===== src/hw/core_defs.svh =====
// core width, register index, ALU code width and reset address macros
`ifndef CORE_DEFS_SVH
`define CORE_DEFS_SVH

// data path width
`define XLEN 64

// instruction word width
`define ILEN 32

// register index width, 32 integer registers
`define REG_ADDR_W 5

// ALU operation code width
`define ALU_OP_W 4

// first fetch address
`define RESET_PC 64'h8000_0000

`endif


===== src/hw/isa_pkg.sv =====
// instruction word union plus opcode and funct constants of the RV64I subset
`include "core_defs.svh"

package isa_pkg;

  // one instruction word, read as R-type or as I-type
  typedef union packed {
    struct packed {
      logic [6:0]             funct7;
      logic [`REG_ADDR_W-1:0] rs2;
      logic [`REG_ADDR_W-1:0] rs1;
      logic [2:0]             funct3;
      logic [`REG_ADDR_W-1:0] rd;
      logic [6:0]             opcode;
    } r_view;
    struct packed {
      logic [11:0]            imm12;
      logic [`REG_ADDR_W-1:0] rs1;
      logic [2:0]             funct3;
      logic [`REG_ADDR_W-1:0] rd;
      logic [6:0]             opcode;
    } i_view;
  } inst_word_u;

  // major opcodes
  localparam logic [6:0] OPC_OP     = 7'b0110011;
  localparam logic [6:0] OPC_OP_IMM = 7'b0010011;
  // custom serial output and stop
  localparam logic [6:0] OPC_PUTCH  = 7'h7b;
  localparam logic [6:0] OPC_HALT   = 7'h6b;

  // funct3, shared by register and immediate forms
  localparam logic [2:0] FUNCT3_ADD  = 3'b000;
  localparam logic [2:0] FUNCT3_SLT  = 3'b010;
  localparam logic [2:0] FUNCT3_SLTU = 3'b011;
  localparam logic [2:0] FUNCT3_XOR  = 3'b100;
  localparam logic [2:0] FUNCT3_OR   = 3'b110;
  localparam logic [2:0] FUNCT3_AND  = 3'b111;

  // selects sub over add in the register form
  localparam logic [6:0] FUNCT7_SUB  = 7'b0100000;

endpackage


===== src/hw/alu_pkg.sv =====
// ALU operation codes and the ALU compute function
`include "core_defs.svh"

package alu_pkg;

  localparam logic [`ALU_OP_W-1:0] ALU_ADD    = 4'd0;
  localparam logic [`ALU_OP_W-1:0] ALU_SUB    = 4'd1;
  localparam logic [`ALU_OP_W-1:0] ALU_AND    = 4'd2;
  localparam logic [`ALU_OP_W-1:0] ALU_OR     = 4'd3;
  localparam logic [`ALU_OP_W-1:0] ALU_XOR    = 4'd4;
  localparam logic [`ALU_OP_W-1:0] ALU_SLT    = 4'd5;
  localparam logic [`ALU_OP_W-1:0] ALU_SLTU   = 4'd6;
  // operand a straight through, for putch and halt
  localparam logic [`ALU_OP_W-1:0] ALU_PASS_A = 4'd7;

  function automatic logic [`XLEN-1:0] alu_compute(
    input logic [`ALU_OP_W-1:0] op,
    input logic [`XLEN-1:0]     a,
    input logic [`XLEN-1:0]     b
  );
    logic [`XLEN-1:0] res;
    res = '0;
    case (op)
      ALU_ADD:  res = a + b;
      ALU_SUB:  res = a - b;
      ALU_AND:  res = a & b;
      ALU_OR:   res = a | b;
      ALU_XOR:  res = a ^ b;
      ALU_SLT:  res[0] = $signed(a) < $signed(b);
      ALU_SLTU: res[0] = a < b;
      default:  res = a;
    endcase
    return res;
  endfunction

endpackage


===== src/hw/core_ifs.sv =====
// id_ex_if, ex_wb_if and reg_read_if stage interfaces
`include "core_defs.svh"

// decode to execute
interface id_ex_if;
  logic                   valid;
  logic [`XLEN-1:0]       pc;
  logic [`ALU_OP_W-1:0]   alu_op;
  logic [`XLEN-1:0]       op_a;
  logic [`XLEN-1:0]       op_b;
  logic                   wen;
  logic [`REG_ADDR_W-1:0] wdest;
  logic                   is_putch;
  logic                   is_halt;

  modport source (output valid, pc, alu_op, op_a, op_b, wen, wdest, is_putch, is_halt);
  modport sink   (input  valid, pc, alu_op, op_a, op_b, wen, wdest, is_putch, is_halt);
endinterface

// execute to writeback
interface ex_wb_if;
  logic                   valid;
  logic [`XLEN-1:0]       pc;
  logic                   wen;
  logic [`REG_ADDR_W-1:0] wdest;
  logic [`XLEN-1:0]       result;
  logic                   is_putch;
  logic                   is_halt;

  modport source (output valid, pc, wen, wdest, result, is_putch, is_halt);
  modport sink   (input  valid, pc, wen, wdest, result, is_putch, is_halt);
endinterface

// two combinational read ports of the register file
interface reg_read_if;
  logic [`REG_ADDR_W-1:0] rs1_addr;
  logic [`REG_ADDR_W-1:0] rs2_addr;
  logic [`XLEN-1:0]       rs1_data;
  logic [`XLEN-1:0]       rs2_data;

  modport requester (output rs1_addr, rs2_addr, input rs1_data, rs2_data);
  modport responder (input rs1_addr, rs2_addr, output rs1_data, rs2_data);
endinterface


===== src/hw/fetch_unit.sv =====
// fetch stage with PC, fetch handshake and the fetch-to-decode register
`include "core_defs.svh"

module fetch_unit (
  input  logic              clock,
  input  logic              reset,
  output logic              fetch_valid,
  output logic [`XLEN-1:0]  fetch_addr,
  input  logic              fetch_ready,
  input  logic [`ILEN-1:0]  fetch_data,
  input  logic              fetch_stop,
  output logic              if_valid,
  output logic [`XLEN-1:0]  if_pc,
  output logic [`ILEN-1:0]  if_inst
);

  logic             fetch_en;
  logic [`XLEN-1:0] pc;
  logic             accept;

  // requests start one cycle out of reset
  assign fetch_valid = fetch_en & ~fetch_stop;
  assign fetch_addr  = pc;
  assign accept      = fetch_valid & fetch_ready;

  always_ff @(posedge clock) begin
    if (reset) begin
      fetch_en <= 1'b0;
      pc       <= `RESET_PC;
      if_valid <= 1'b0;
    end else begin
      fetch_en <= 1'b1;
      if_valid <= accept;
      // no branches, so the next address is always pc + 4
      if (accept) begin
        pc <= pc + `XLEN'd4;
      end
    end
  end

  // fetched word and its address
  always_ff @(posedge clock) begin
    if (accept) begin
      if_pc   <= pc;
      if_inst <= fetch_data;
    end
  end

  // memory may stall, address must not move meanwhile
  a_addr_stable: assert property (
    @(posedge clock) disable iff (reset)
    fetch_valid && !fetch_ready |=> $stable(fetch_addr)
  );

endmodule


===== src/hw/decode_unit.sv =====
// decode stage with operand read, EX forwarding and halt stop
`include "core_defs.svh"

module decode_unit (
  input  logic                   clock,
  input  logic                   reset,
  input  logic                   if_valid,
  input  logic [`XLEN-1:0]       if_pc,
  input  logic [`ILEN-1:0]       if_inst,
  reg_read_if.requester          rd,
  input  logic                   fwd_valid,
  input  logic [`REG_ADDR_W-1:0] fwd_dest,
  input  logic [`XLEN-1:0]       fwd_data,
  id_ex_if.source                id_ex,
  output logic                   fetch_stop
);

  import isa_pkg::*;
  import alu_pkg::*;

  inst_word_u             inst;
  logic [`REG_ADDR_W-1:0] rs1;
  logic [`REG_ADDR_W-1:0] rs2;
  logic [`XLEN-1:0]       src1;
  logic [`XLEN-1:0]       src2;
  logic [`XLEN-1:0]       imm;
  logic [`ALU_OP_W-1:0]   dec_op;
  logic                   dec_wen;
  logic                   use_imm;
  logic                   dec_putch;
  logic                   dec_halt;
  logic                   accept;

  // funct3 to ALU op with a supported flag in the msb
  function automatic logic [`ALU_OP_W:0] funct3_op(input logic [2:0] f3, input logic sub);
    case (f3)
      FUNCT3_ADD:  return {1'b1, sub ? ALU_SUB : ALU_ADD};
      FUNCT3_SLT:  return {1'b1, ALU_SLT};
      FUNCT3_SLTU: return {1'b1, ALU_SLTU};
      FUNCT3_XOR:  return {1'b1, ALU_XOR};
      FUNCT3_OR:   return {1'b1, ALU_OR};
      FUNCT3_AND:  return {1'b1, ALU_AND};
      default:     return {1'b0, ALU_PASS_A};
    endcase
  endfunction

  assign inst = if_inst;
  assign rs1  = inst.r_view.rs1;
  assign rs2  = inst.r_view.rs2;
  assign imm  = {{(`XLEN-12){inst.i_view.imm12[11]}}, inst.i_view.imm12};

  assign rd.rs1_addr = rs1;
  assign rd.rs2_addr = rs2;

  // result still in EX wins over the register file
  assign src1 = (fwd_valid && fwd_dest == rs1 && rs1 != '0) ? fwd_data : rd.rs1_data;
  assign src2 = (fwd_valid && fwd_dest == rs2 && rs2 != '0) ? fwd_data : rd.rs2_data;

  always_comb begin
    dec_op    = ALU_PASS_A;
    dec_wen   = 1'b0;
    use_imm   = 1'b0;
    dec_putch = 1'b0;
    dec_halt  = 1'b0;
    case (inst.r_view.opcode)
      OPC_OP:
        {dec_wen, dec_op} = funct3_op(inst.r_view.funct3, inst.r_view.funct7 == FUNCT7_SUB);
      OPC_OP_IMM: begin
        {dec_wen, dec_op} = funct3_op(inst.i_view.funct3, 1'b0);
        use_imm = 1'b1;
      end
      OPC_PUTCH: dec_putch = 1'b1;
      OPC_HALT:  dec_halt  = 1'b1;
      // anything else retires as a no-op
      default: ;
    endcase
  end

  // nothing after a halt gets through
  assign accept = if_valid & ~fetch_stop;

  always_ff @(posedge clock) begin
    if (reset) begin
      id_ex.valid <= 1'b0;
      fetch_stop  <= 1'b0;
    end else begin
      id_ex.valid <= accept;
      if (accept && dec_halt) begin
        fetch_stop <= 1'b1;
      end
    end
  end

  always_ff @(posedge clock) begin
    if (accept) begin
      id_ex.pc       <= if_pc;
      id_ex.alu_op   <= dec_op;
      id_ex.op_a     <= src1;
      id_ex.op_b     <= use_imm ? imm : src2;
      id_ex.wen      <= dec_wen;
      id_ex.wdest    <= inst.r_view.rd;
      id_ex.is_putch <= dec_putch;
      id_ex.is_halt  <= dec_halt;
    end
  end

  // halt is the last instruction handed to EX
  a_no_issue_after_halt: assert property (
    @(posedge clock) disable iff (reset)
    id_ex.valid && id_ex.is_halt |=> !id_ex.valid
  );

endmodule


===== src/hw/reg_file.sv =====
// 32 by 64-bit integer register file with write-through bypass
`include "core_defs.svh"

module reg_file (
  input  logic                   clock,
  input  logic                   reset,
  reg_read_if.responder          rd,
  input  logic                   wr_ena,
  input  logic [`REG_ADDR_W-1:0] wr_addr,
  input  logic [`XLEN-1:0]       wr_data
);

  logic [`XLEN-1:0] regs [0:(1<<`REG_ADDR_W)-1];

  // x0 reads zero and a same-cycle write is seen at once
  assign rd.rs1_data = (rd.rs1_addr == '0) ? '0 :
                       (wr_ena && wr_addr == rd.rs1_addr) ? wr_data : regs[rd.rs1_addr];
  assign rd.rs2_data = (rd.rs2_addr == '0) ? '0 :
                       (wr_ena && wr_addr == rd.rs2_addr) ? wr_data : regs[rd.rs2_addr];

  always_ff @(posedge clock) begin
    if (reset) begin
      for (int i = 0; i < (1 << `REG_ADDR_W); i++) begin
        regs[i] <= '0;
      end
    end else if (wr_ena && wr_addr != '0) begin
      regs[wr_addr] <= wr_data;
    end
  end

  a_wr_addr_known: assert property (
    @(posedge clock) disable iff (reset)
    wr_ena |-> !$isunknown(wr_addr)
  );

endmodule


===== src/hw/execute_unit.sv =====
// execute stage with ALU, forwarding source and the execute-to-writeback register
`include "core_defs.svh"

module execute_unit (
  input  logic                   clock,
  input  logic                   reset,
  id_ex_if.sink                  id_ex,
  ex_wb_if.source                ex_wb,
  output logic                   fwd_valid,
  output logic [`REG_ADDR_W-1:0] fwd_dest,
  output logic [`XLEN-1:0]       fwd_data
);

  import alu_pkg::*;

  logic [`XLEN-1:0] result;

  assign result = alu_compute(id_ex.alu_op, id_ex.op_a, id_ex.op_b);

  // unregistered result goes back to decode
  assign fwd_valid = id_ex.valid & id_ex.wen;
  assign fwd_dest  = id_ex.wdest;
  assign fwd_data  = result;

  always_ff @(posedge clock) begin
    if (reset) begin
      ex_wb.valid <= 1'b0;
    end else begin
      ex_wb.valid <= id_ex.valid;
    end
  end

  always_ff @(posedge clock) begin
    if (id_ex.valid) begin
      ex_wb.pc       <= id_ex.pc;
      ex_wb.wen      <= id_ex.wen;
      ex_wb.wdest    <= id_ex.wdest;
      ex_wb.result   <= result;
      ex_wb.is_putch <= id_ex.is_putch;
      ex_wb.is_halt  <= id_ex.is_halt;
    end
  end

endmodule


===== src/hw/writeback_unit.sv =====
// writeback stage with register write, commit trace, serial output and halt state
`include "core_defs.svh"

module writeback_unit (
  input  logic                   clock,
  input  logic                   reset,
  ex_wb_if.sink                  ex_wb,
  output logic                   wr_ena,
  output logic [`REG_ADDR_W-1:0] wr_addr,
  output logic [`XLEN-1:0]       wr_data,
  output logic                   commit_valid,
  output logic [`XLEN-1:0]       commit_pc,
  output logic                   commit_wen,
  output logic [`REG_ADDR_W-1:0] commit_wdest,
  output logic [`XLEN-1:0]       commit_wdata,
  output logic                   uart_valid,
  output logic [7:0]             uart_char,
  output logic                   halted,
  output logic [7:0]             halt_code
);

  assign wr_ena  = ex_wb.valid & ex_wb.wen;
  assign wr_addr = ex_wb.wdest;
  assign wr_data = ex_wb.result;

  // retirement trace, x0 writes still show their destination
  assign commit_valid = ex_wb.valid;
  assign commit_pc    = ex_wb.pc;
  assign commit_wen   = wr_ena;
  assign commit_wdest = ex_wb.wdest;
  assign commit_wdata = ex_wb.result;

  // putch passes rs1 through the ALU
  assign uart_valid = ex_wb.valid & ex_wb.is_putch;
  assign uart_char  = ex_wb.result[7:0];

  always_ff @(posedge clock) begin
    if (reset) begin
      halted <= 1'b0;
    end else if (ex_wb.valid && ex_wb.is_halt) begin
      halted <= 1'b1;
    end
  end

  always_ff @(posedge clock) begin
    if (ex_wb.valid && ex_wb.is_halt) begin
      halt_code <= ex_wb.result[7:0];
    end
  end

  a_no_commit_halted: assert property (
    @(posedge clock) disable iff (reset)
    halted |-> !commit_valid
  );

endmodule


===== src/hw/core_top.sv =====
// top level of the pipelined core, stage instances and wiring
`include "core_defs.svh"

module core_top (
  input  logic                   clock,
  input  logic                   reset,
  output logic                   fetch_valid,
  output logic [`XLEN-1:0]       fetch_addr,
  input  logic                   fetch_ready,
  input  logic [`ILEN-1:0]       fetch_data,
  output logic                   commit_valid,
  output logic [`XLEN-1:0]       commit_pc,
  output logic                   commit_wen,
  output logic [`REG_ADDR_W-1:0] commit_wdest,
  output logic [`XLEN-1:0]       commit_wdata,
  output logic                   uart_valid,
  output logic [7:0]             uart_char,
  output logic                   halted,
  output logic [7:0]             halt_code
);

  // fetch to decode
  logic                   if_valid;
  logic [`XLEN-1:0]       if_pc;
  logic [`ILEN-1:0]       if_inst;
  logic                   fetch_stop;

  // EX forwarding
  logic                   fwd_valid;
  logic [`REG_ADDR_W-1:0] fwd_dest;
  logic [`XLEN-1:0]       fwd_data;

  // register write port
  logic                   wr_ena;
  logic [`REG_ADDR_W-1:0] wr_addr;
  logic [`XLEN-1:0]       wr_data;

  id_ex_if    id_ex ();
  ex_wb_if    ex_wb ();
  reg_read_if rd_bus ();

  fetch_unit fetch_i (
    .clock, .reset,
    .fetch_valid, .fetch_addr, .fetch_ready, .fetch_data, .fetch_stop,
    .if_valid, .if_pc, .if_inst
  );

  decode_unit decode_i (
    .clock, .reset,
    .if_valid, .if_pc, .if_inst,
    .rd (rd_bus),
    .fwd_valid, .fwd_dest, .fwd_data,
    .id_ex (id_ex),
    .fetch_stop
  );

  reg_file reg_file_i (
    .clock, .reset,
    .rd (rd_bus),
    .wr_ena, .wr_addr, .wr_data
  );

  execute_unit execute_i (
    .clock, .reset,
    .id_ex (id_ex),
    .ex_wb (ex_wb),
    .fwd_valid, .fwd_dest, .fwd_data
  );

  writeback_unit writeback_i (
    .clock, .reset,
    .ex_wb (ex_wb),
    .wr_ena, .wr_addr, .wr_data,
    .commit_valid, .commit_pc, .commit_wen, .commit_wdest, .commit_wdata,
    .uart_valid, .uart_char,
    .halted, .halt_code
  );

endmodule


===== config.mk =====
export PLATFORM = sky130hd
export DESIGN_NAME = core_top
export DESIGN_NICKNAME = d
export VERILOG_FILES = /design/src/hw/isa_pkg.sv /design/src/hw/alu_pkg.sv /design/src/hw/core_ifs.sv /design/src/hw/fetch_unit.sv /design/src/hw/decode_unit.sv /design/src/hw/reg_file.sv /design/src/hw/execute_unit.sv /design/src/hw/writeback_unit.sv /design/src/hw/core_top.sv
export VERILOG_INCLUDE_DIRS = /design/src /design/src/hw
export SDC_FILE = /design/constraint.sdc
export NUM_CORES = 2
export LEC_CHECK = 0
export BUFFER_PORTS_ARGS = -buffer_cell sky130_fd_sc_hd__buf_2
export CAP_MARGIN = 20
export CELL_PAD_IN_SITES_DETAIL_PLACEMENT = 1
export CELL_PAD_IN_SITES_GLOBAL_PLACEMENT = 1
export CORE_ASPECT_RATIO = 2
export CORE_MARGIN = 2
export CORE_UTILIZATION = 35
export DETAILED_ROUTE_END_ITERATION = 10
export PLACE_DENSITY = 0.55
export REMOVE_ABC_BUFFERS = 1
export SLEW_MARGIN = 20
export SYNTH_ARGS = -nofsm -noshare
export SYNTH_HDL_FRONTEND = slang
export SYNTH_SLANG_ARGS = --single-unit

===== constraint.sdc =====
create_clock -name clock -period 26.9 [get_ports clock]
set_input_delay 0 -clock clock [delete_from_list [all_inputs] [get_ports clock]]
set_output_delay 0 -clock clock [all_outputs]
set_load 0.02 [all_outputs]

==> flow_summary.toml <==
[run_status]
outcome = "complete, no violations"

[sta]
post-route-period-util = 0.264
max_freq_mhz = 141
setup_violations = 0
hold_viol = 0
final_max_slew_viol_count = 0
tightestPinTransition_ns = 1.29
layout_min_cycle_time_ns = 7.11
fin_skew_ns = 0.0945
maxSlewHeadroom = 0.140
setup-tns-final_ns = 0
grt_setup_unrepaired = "no"

[min_path]
hold-path-cell-count = 3
hold_path_end = "decode_i.fetch_stop$_SDFFE_PP0P_"
min_from = "reset"
hp-class = "in2reg"

[floorplanning]
die_w_um = 449
ioPinCount = 253
num_rows = 327
start_util = 0.351
die-height_um = 894
coreArea_um2 = 396000
dieArea_um2 = 402000

[worst_setup_path]
crit_chain = "buf_4 -> buf_4 -> buf_4 -> buf_4 -> buf_4 -> mux4_2 -> mux4_2 -> mux2i_1 -> nand2_1 -> o21ai_0 -> buf_4 -> o22ai_1"
slowest_stage = "buf_4"
crit_top_cell = "buf_4"
critPathArrivalTime_ns = 7.76
critPathTopFamily = "buffers and inverters"
required_ns = 27.55
worstSetupPathType = "reg2reg"
rr_endpoint = "decode_i.id_ex.op_a[55]$_DFFE_PP_"
start_kind = "flip-flop"
rrSetupSlack_ns = 19.79
worst_setup_path_end_kind = "flip-flop"
r2r_cells = 12
slowest_delay_ns = 0.81
crit_buf_inv = 6
worstPathMaxFanout = 55

[final_layout]
drive_above_1_share = 0.234
nNetsFinal = 9979
syn_to_final_growth_pct = 12.2
post-route-util = 0.393
fillers = 40000

[global_route]
antenna_found_initial = 79
met1_usage = 0.343
grt_overflow = 0
grt_first_pass_wirelength_um = 866000
grt_max_degree = 89
busiest_layer = "met2"
use_met2 = 0.559
grt.total_usage = 0.314
first_global_vias = 100000
met3_usage = 0.0514

[clock_tree]
h-tree-depth = 4
cts_setup_buffers = 0
ctsHoldBuffers = 66
cts_buffers = 242
cts_tree = "done"
cts.sinks = 2563
clk_pin_slew_ns = 0.08
post_cts_resized = 0
clk_root_buffer_cell = "clkbuf_16"
clk_latency_ns = 0.99
clockBufferDepth = 4

[power]
powerDensity_nw_per_um2 = 61.2
peakVddDrop_mv = 0.0593
leakagePower_nw = 55.4

[synthesis]
postSynthCellCount = 9679
yosysSeqAreaShare = 0.549
synthSimpleGateAreaFrac = 0.124
synth_compound_area_frac = 0.0541
ys_ff_latch = 2563
ys_types = 87
synth_ff_type = "edfxtp_1"
synthAdderAreaFrac = 0.0191
synth_top_family_by_area = "multiplexers"
synth.mux.area_fraction = 0.214
yosys_warnings = 0
syn_area_um2 = 139000
syn_area_per_cell_um2 = 14.3
synth_edf_count = 2485
yosys.area_share.xor_xnor = 0.00745
synth_async_sr_flop_share = 0

[job]
maxCapViolations = 0

[routing]
wl_um = 642000
final_antenna_net_count = 0
viasPerCell = 6.25
dr.first_iter.drc_count = 10500
wl_per_cell_um = 42.2
num_vias = 95300
drcViolationCount = 0
drtPass1Iterations = 6

[placement]
port_buffers = 248
gp_congestion = 1.00
hpwl_um = 402000
-- tightest hold or removal path, stage by stage --
cell	delay, ns
dlygate4sd3_1	0.59
buf_8	0.20
nor2_1	0.14
-- per-layer routing --
metal  wire (um)  vias to the layer above  share of wire
li1            -                    37000              -
met1      215000                    51500           0.33
met2      330000                     5049           0.51
met3       47600                     1675          0.074
met4       49200                       14          0.077
met5         108                        -        0.00017
-- cell type report --
cell class	count	area (um^2)	share of cell area
repair buffers	657	4960	0.0319
clock buffers	301	6410	0.0412
multi-input cells	6018	59200	0.380
flip-flops and latches	2563	76200	0.490
clock inverters	139	1180	0.00756
inverters	251	947	0.00609
diodes	39	97.6	0.000627
well taps	5264	6590	0.0423
-- per-stage QoR --
| step | setup slack [ns] | power (mW) | hold slack, ns | std cells | area [um^2] |
|---|---|---|---|---|---|
| finish | 19.79 | 9.52 | 0.0591 | 15200 | 156000 |
| global route | 19.34 | 9.73 | 0.107 | 15200 | 155000 |
| CTS | 19.75 | 9.55 | 0.0340 | 15200 | 155000 |
| detailed placement | 19.73 | 6.06 | 0.179 | 14700 | 147000 |
| global placement | 19.70 | 6.04 | 0.180 | 14700 | 147000 |
| floorplan | 3.40 | 5.84 | 0.0691 | 8832 | 135000 |
-- kinds of logic after synthesis --
logic type,after synthesis
AO/OA/AOI/OAI,1187
XOR/XNOR,118
adder cells (fa/ha/maj),211
buffers and inverters,1165
flip-flops,2563
multiplexers,1413
other,1
AND/OR/NAND/NOR,3021
-- cells in the mapped netlist (94+ instances only) --
master | instances | area (um^2)
edfxtp_1 | 2485 | 74600
mux4_2 | 1239 | 27900
a21oi_1 | 379 | 1900
nor2_1 | 325 | 1220
and2_1 | 2000 | 12500
buf_1 | 155 | 582
o21ai_0 | 240 | 1200
a211oi_1 | 94 | 706
clkbuf_1 | 724 | 2720
nand2_1 | 315 | 1180
mux2i_1 | 172 | 1720
ha_1 | 209 | 2620
inv_1 | 245 | 920
-- placed cells by master (no fill, tap or decap), types with 39 or more instances in the layout --
| cell type | count |
|---|---|
| ha_1 | 209 |
| xor2_1 | 52 |
| nor2_1 | 283 |
| buf_4 | 297 |
| diode_2 | 39 |
| clkbuf_16 | 246 |
| nand3_1 | 69 |
| clkinv_1 | 54 |
| o21ai_0 | 200 |
| nand2_1 | 312 |
| clkinv_2 | 42 |
| dfxtp_1 | 67 |
| and2_1 | 2000 |
| a211oi_1 | 93 |
| dlygate4sd3_1 | 66 |
| inv_1 | 243 |
| mux2i_1 | 172 |
| mux4_2 | 1239 |
| buf_2 | 247 |
| clkbuf_1 | 50 |
| conb_1 | 68 |
| xnor2_1 | 66 |
| a21oi_1 | 376 |
| nor2b_1 | 71 |
| edfxtp_1 | 2485 |
| o221ai_1 | 40 |
| nand4_1 | 44 |
| o22ai_1 | 72 |
| nor3_1 | 43 |
-- flip-flops by register name, summed over array words and instances (netlist names), 3 cells and up, named ones only --
| signal | flops |
|---|---|
| decode_i.id_ex.alu_op | 3 |
| decode_i.id_ex.op_a | 64 |
| decode_i.id_ex.op_b | 64 |
| decode_i.id_ex.pc | 62 |
| decode_i.id_ex.wdest | 5 |
| execute_i.ex_wb.pc | 62 |
| execute_i.ex_wb.result | 64 |
| execute_i.ex_wb.wdest | 5 |
| fetch_i.fetch_addr | 62 |
| fetch_i.if_inst | 32 |
| fetch_i.if_pc | 62 |
| reg_file_i.regs | 2048 |
| writeback_i.halt_code | 8 |
-- where the power goes --
group / internal, mW / switching (mW) / total [mW]
clock: 1.85 / 1.66 / 3.51
combinational: 0.523 / 0.856 / 1.38
sequential: 4.51 / 0.114 / 4.63
total: 6.89 / 2.63 / 9.52
-- worst max-delay path by stage --
stage / start / end / slack [ns] / cells past startpoint
floorplan: flip-flop / decode_i.id_ex.op_b[46]$_DFFE_PP_ / 3.40 / 8
global placement: flip-flop / decode_i.id_ex.op_a[35]$_DFFE_PP_ / 19.70 / 13
CTS: flip-flop / decode_i.id_ex.op_a[56]$_DFFE_PP_ / 19.75 / 13
finish: flip-flop / decode_i.id_ex.op_a[55]$_DFFE_PP_ / 19.79 / 12
global route: flip-flop / decode_i.id_ex.op_a[56]$_DFFE_PP_ / 19.34 / 13
detailed placement: flip-flop / decode_i.id_ex.op_a[56]$_DFFE_PP_ / 19.73 / 13
Note: power is estimated with default switching activity, not from simulation.
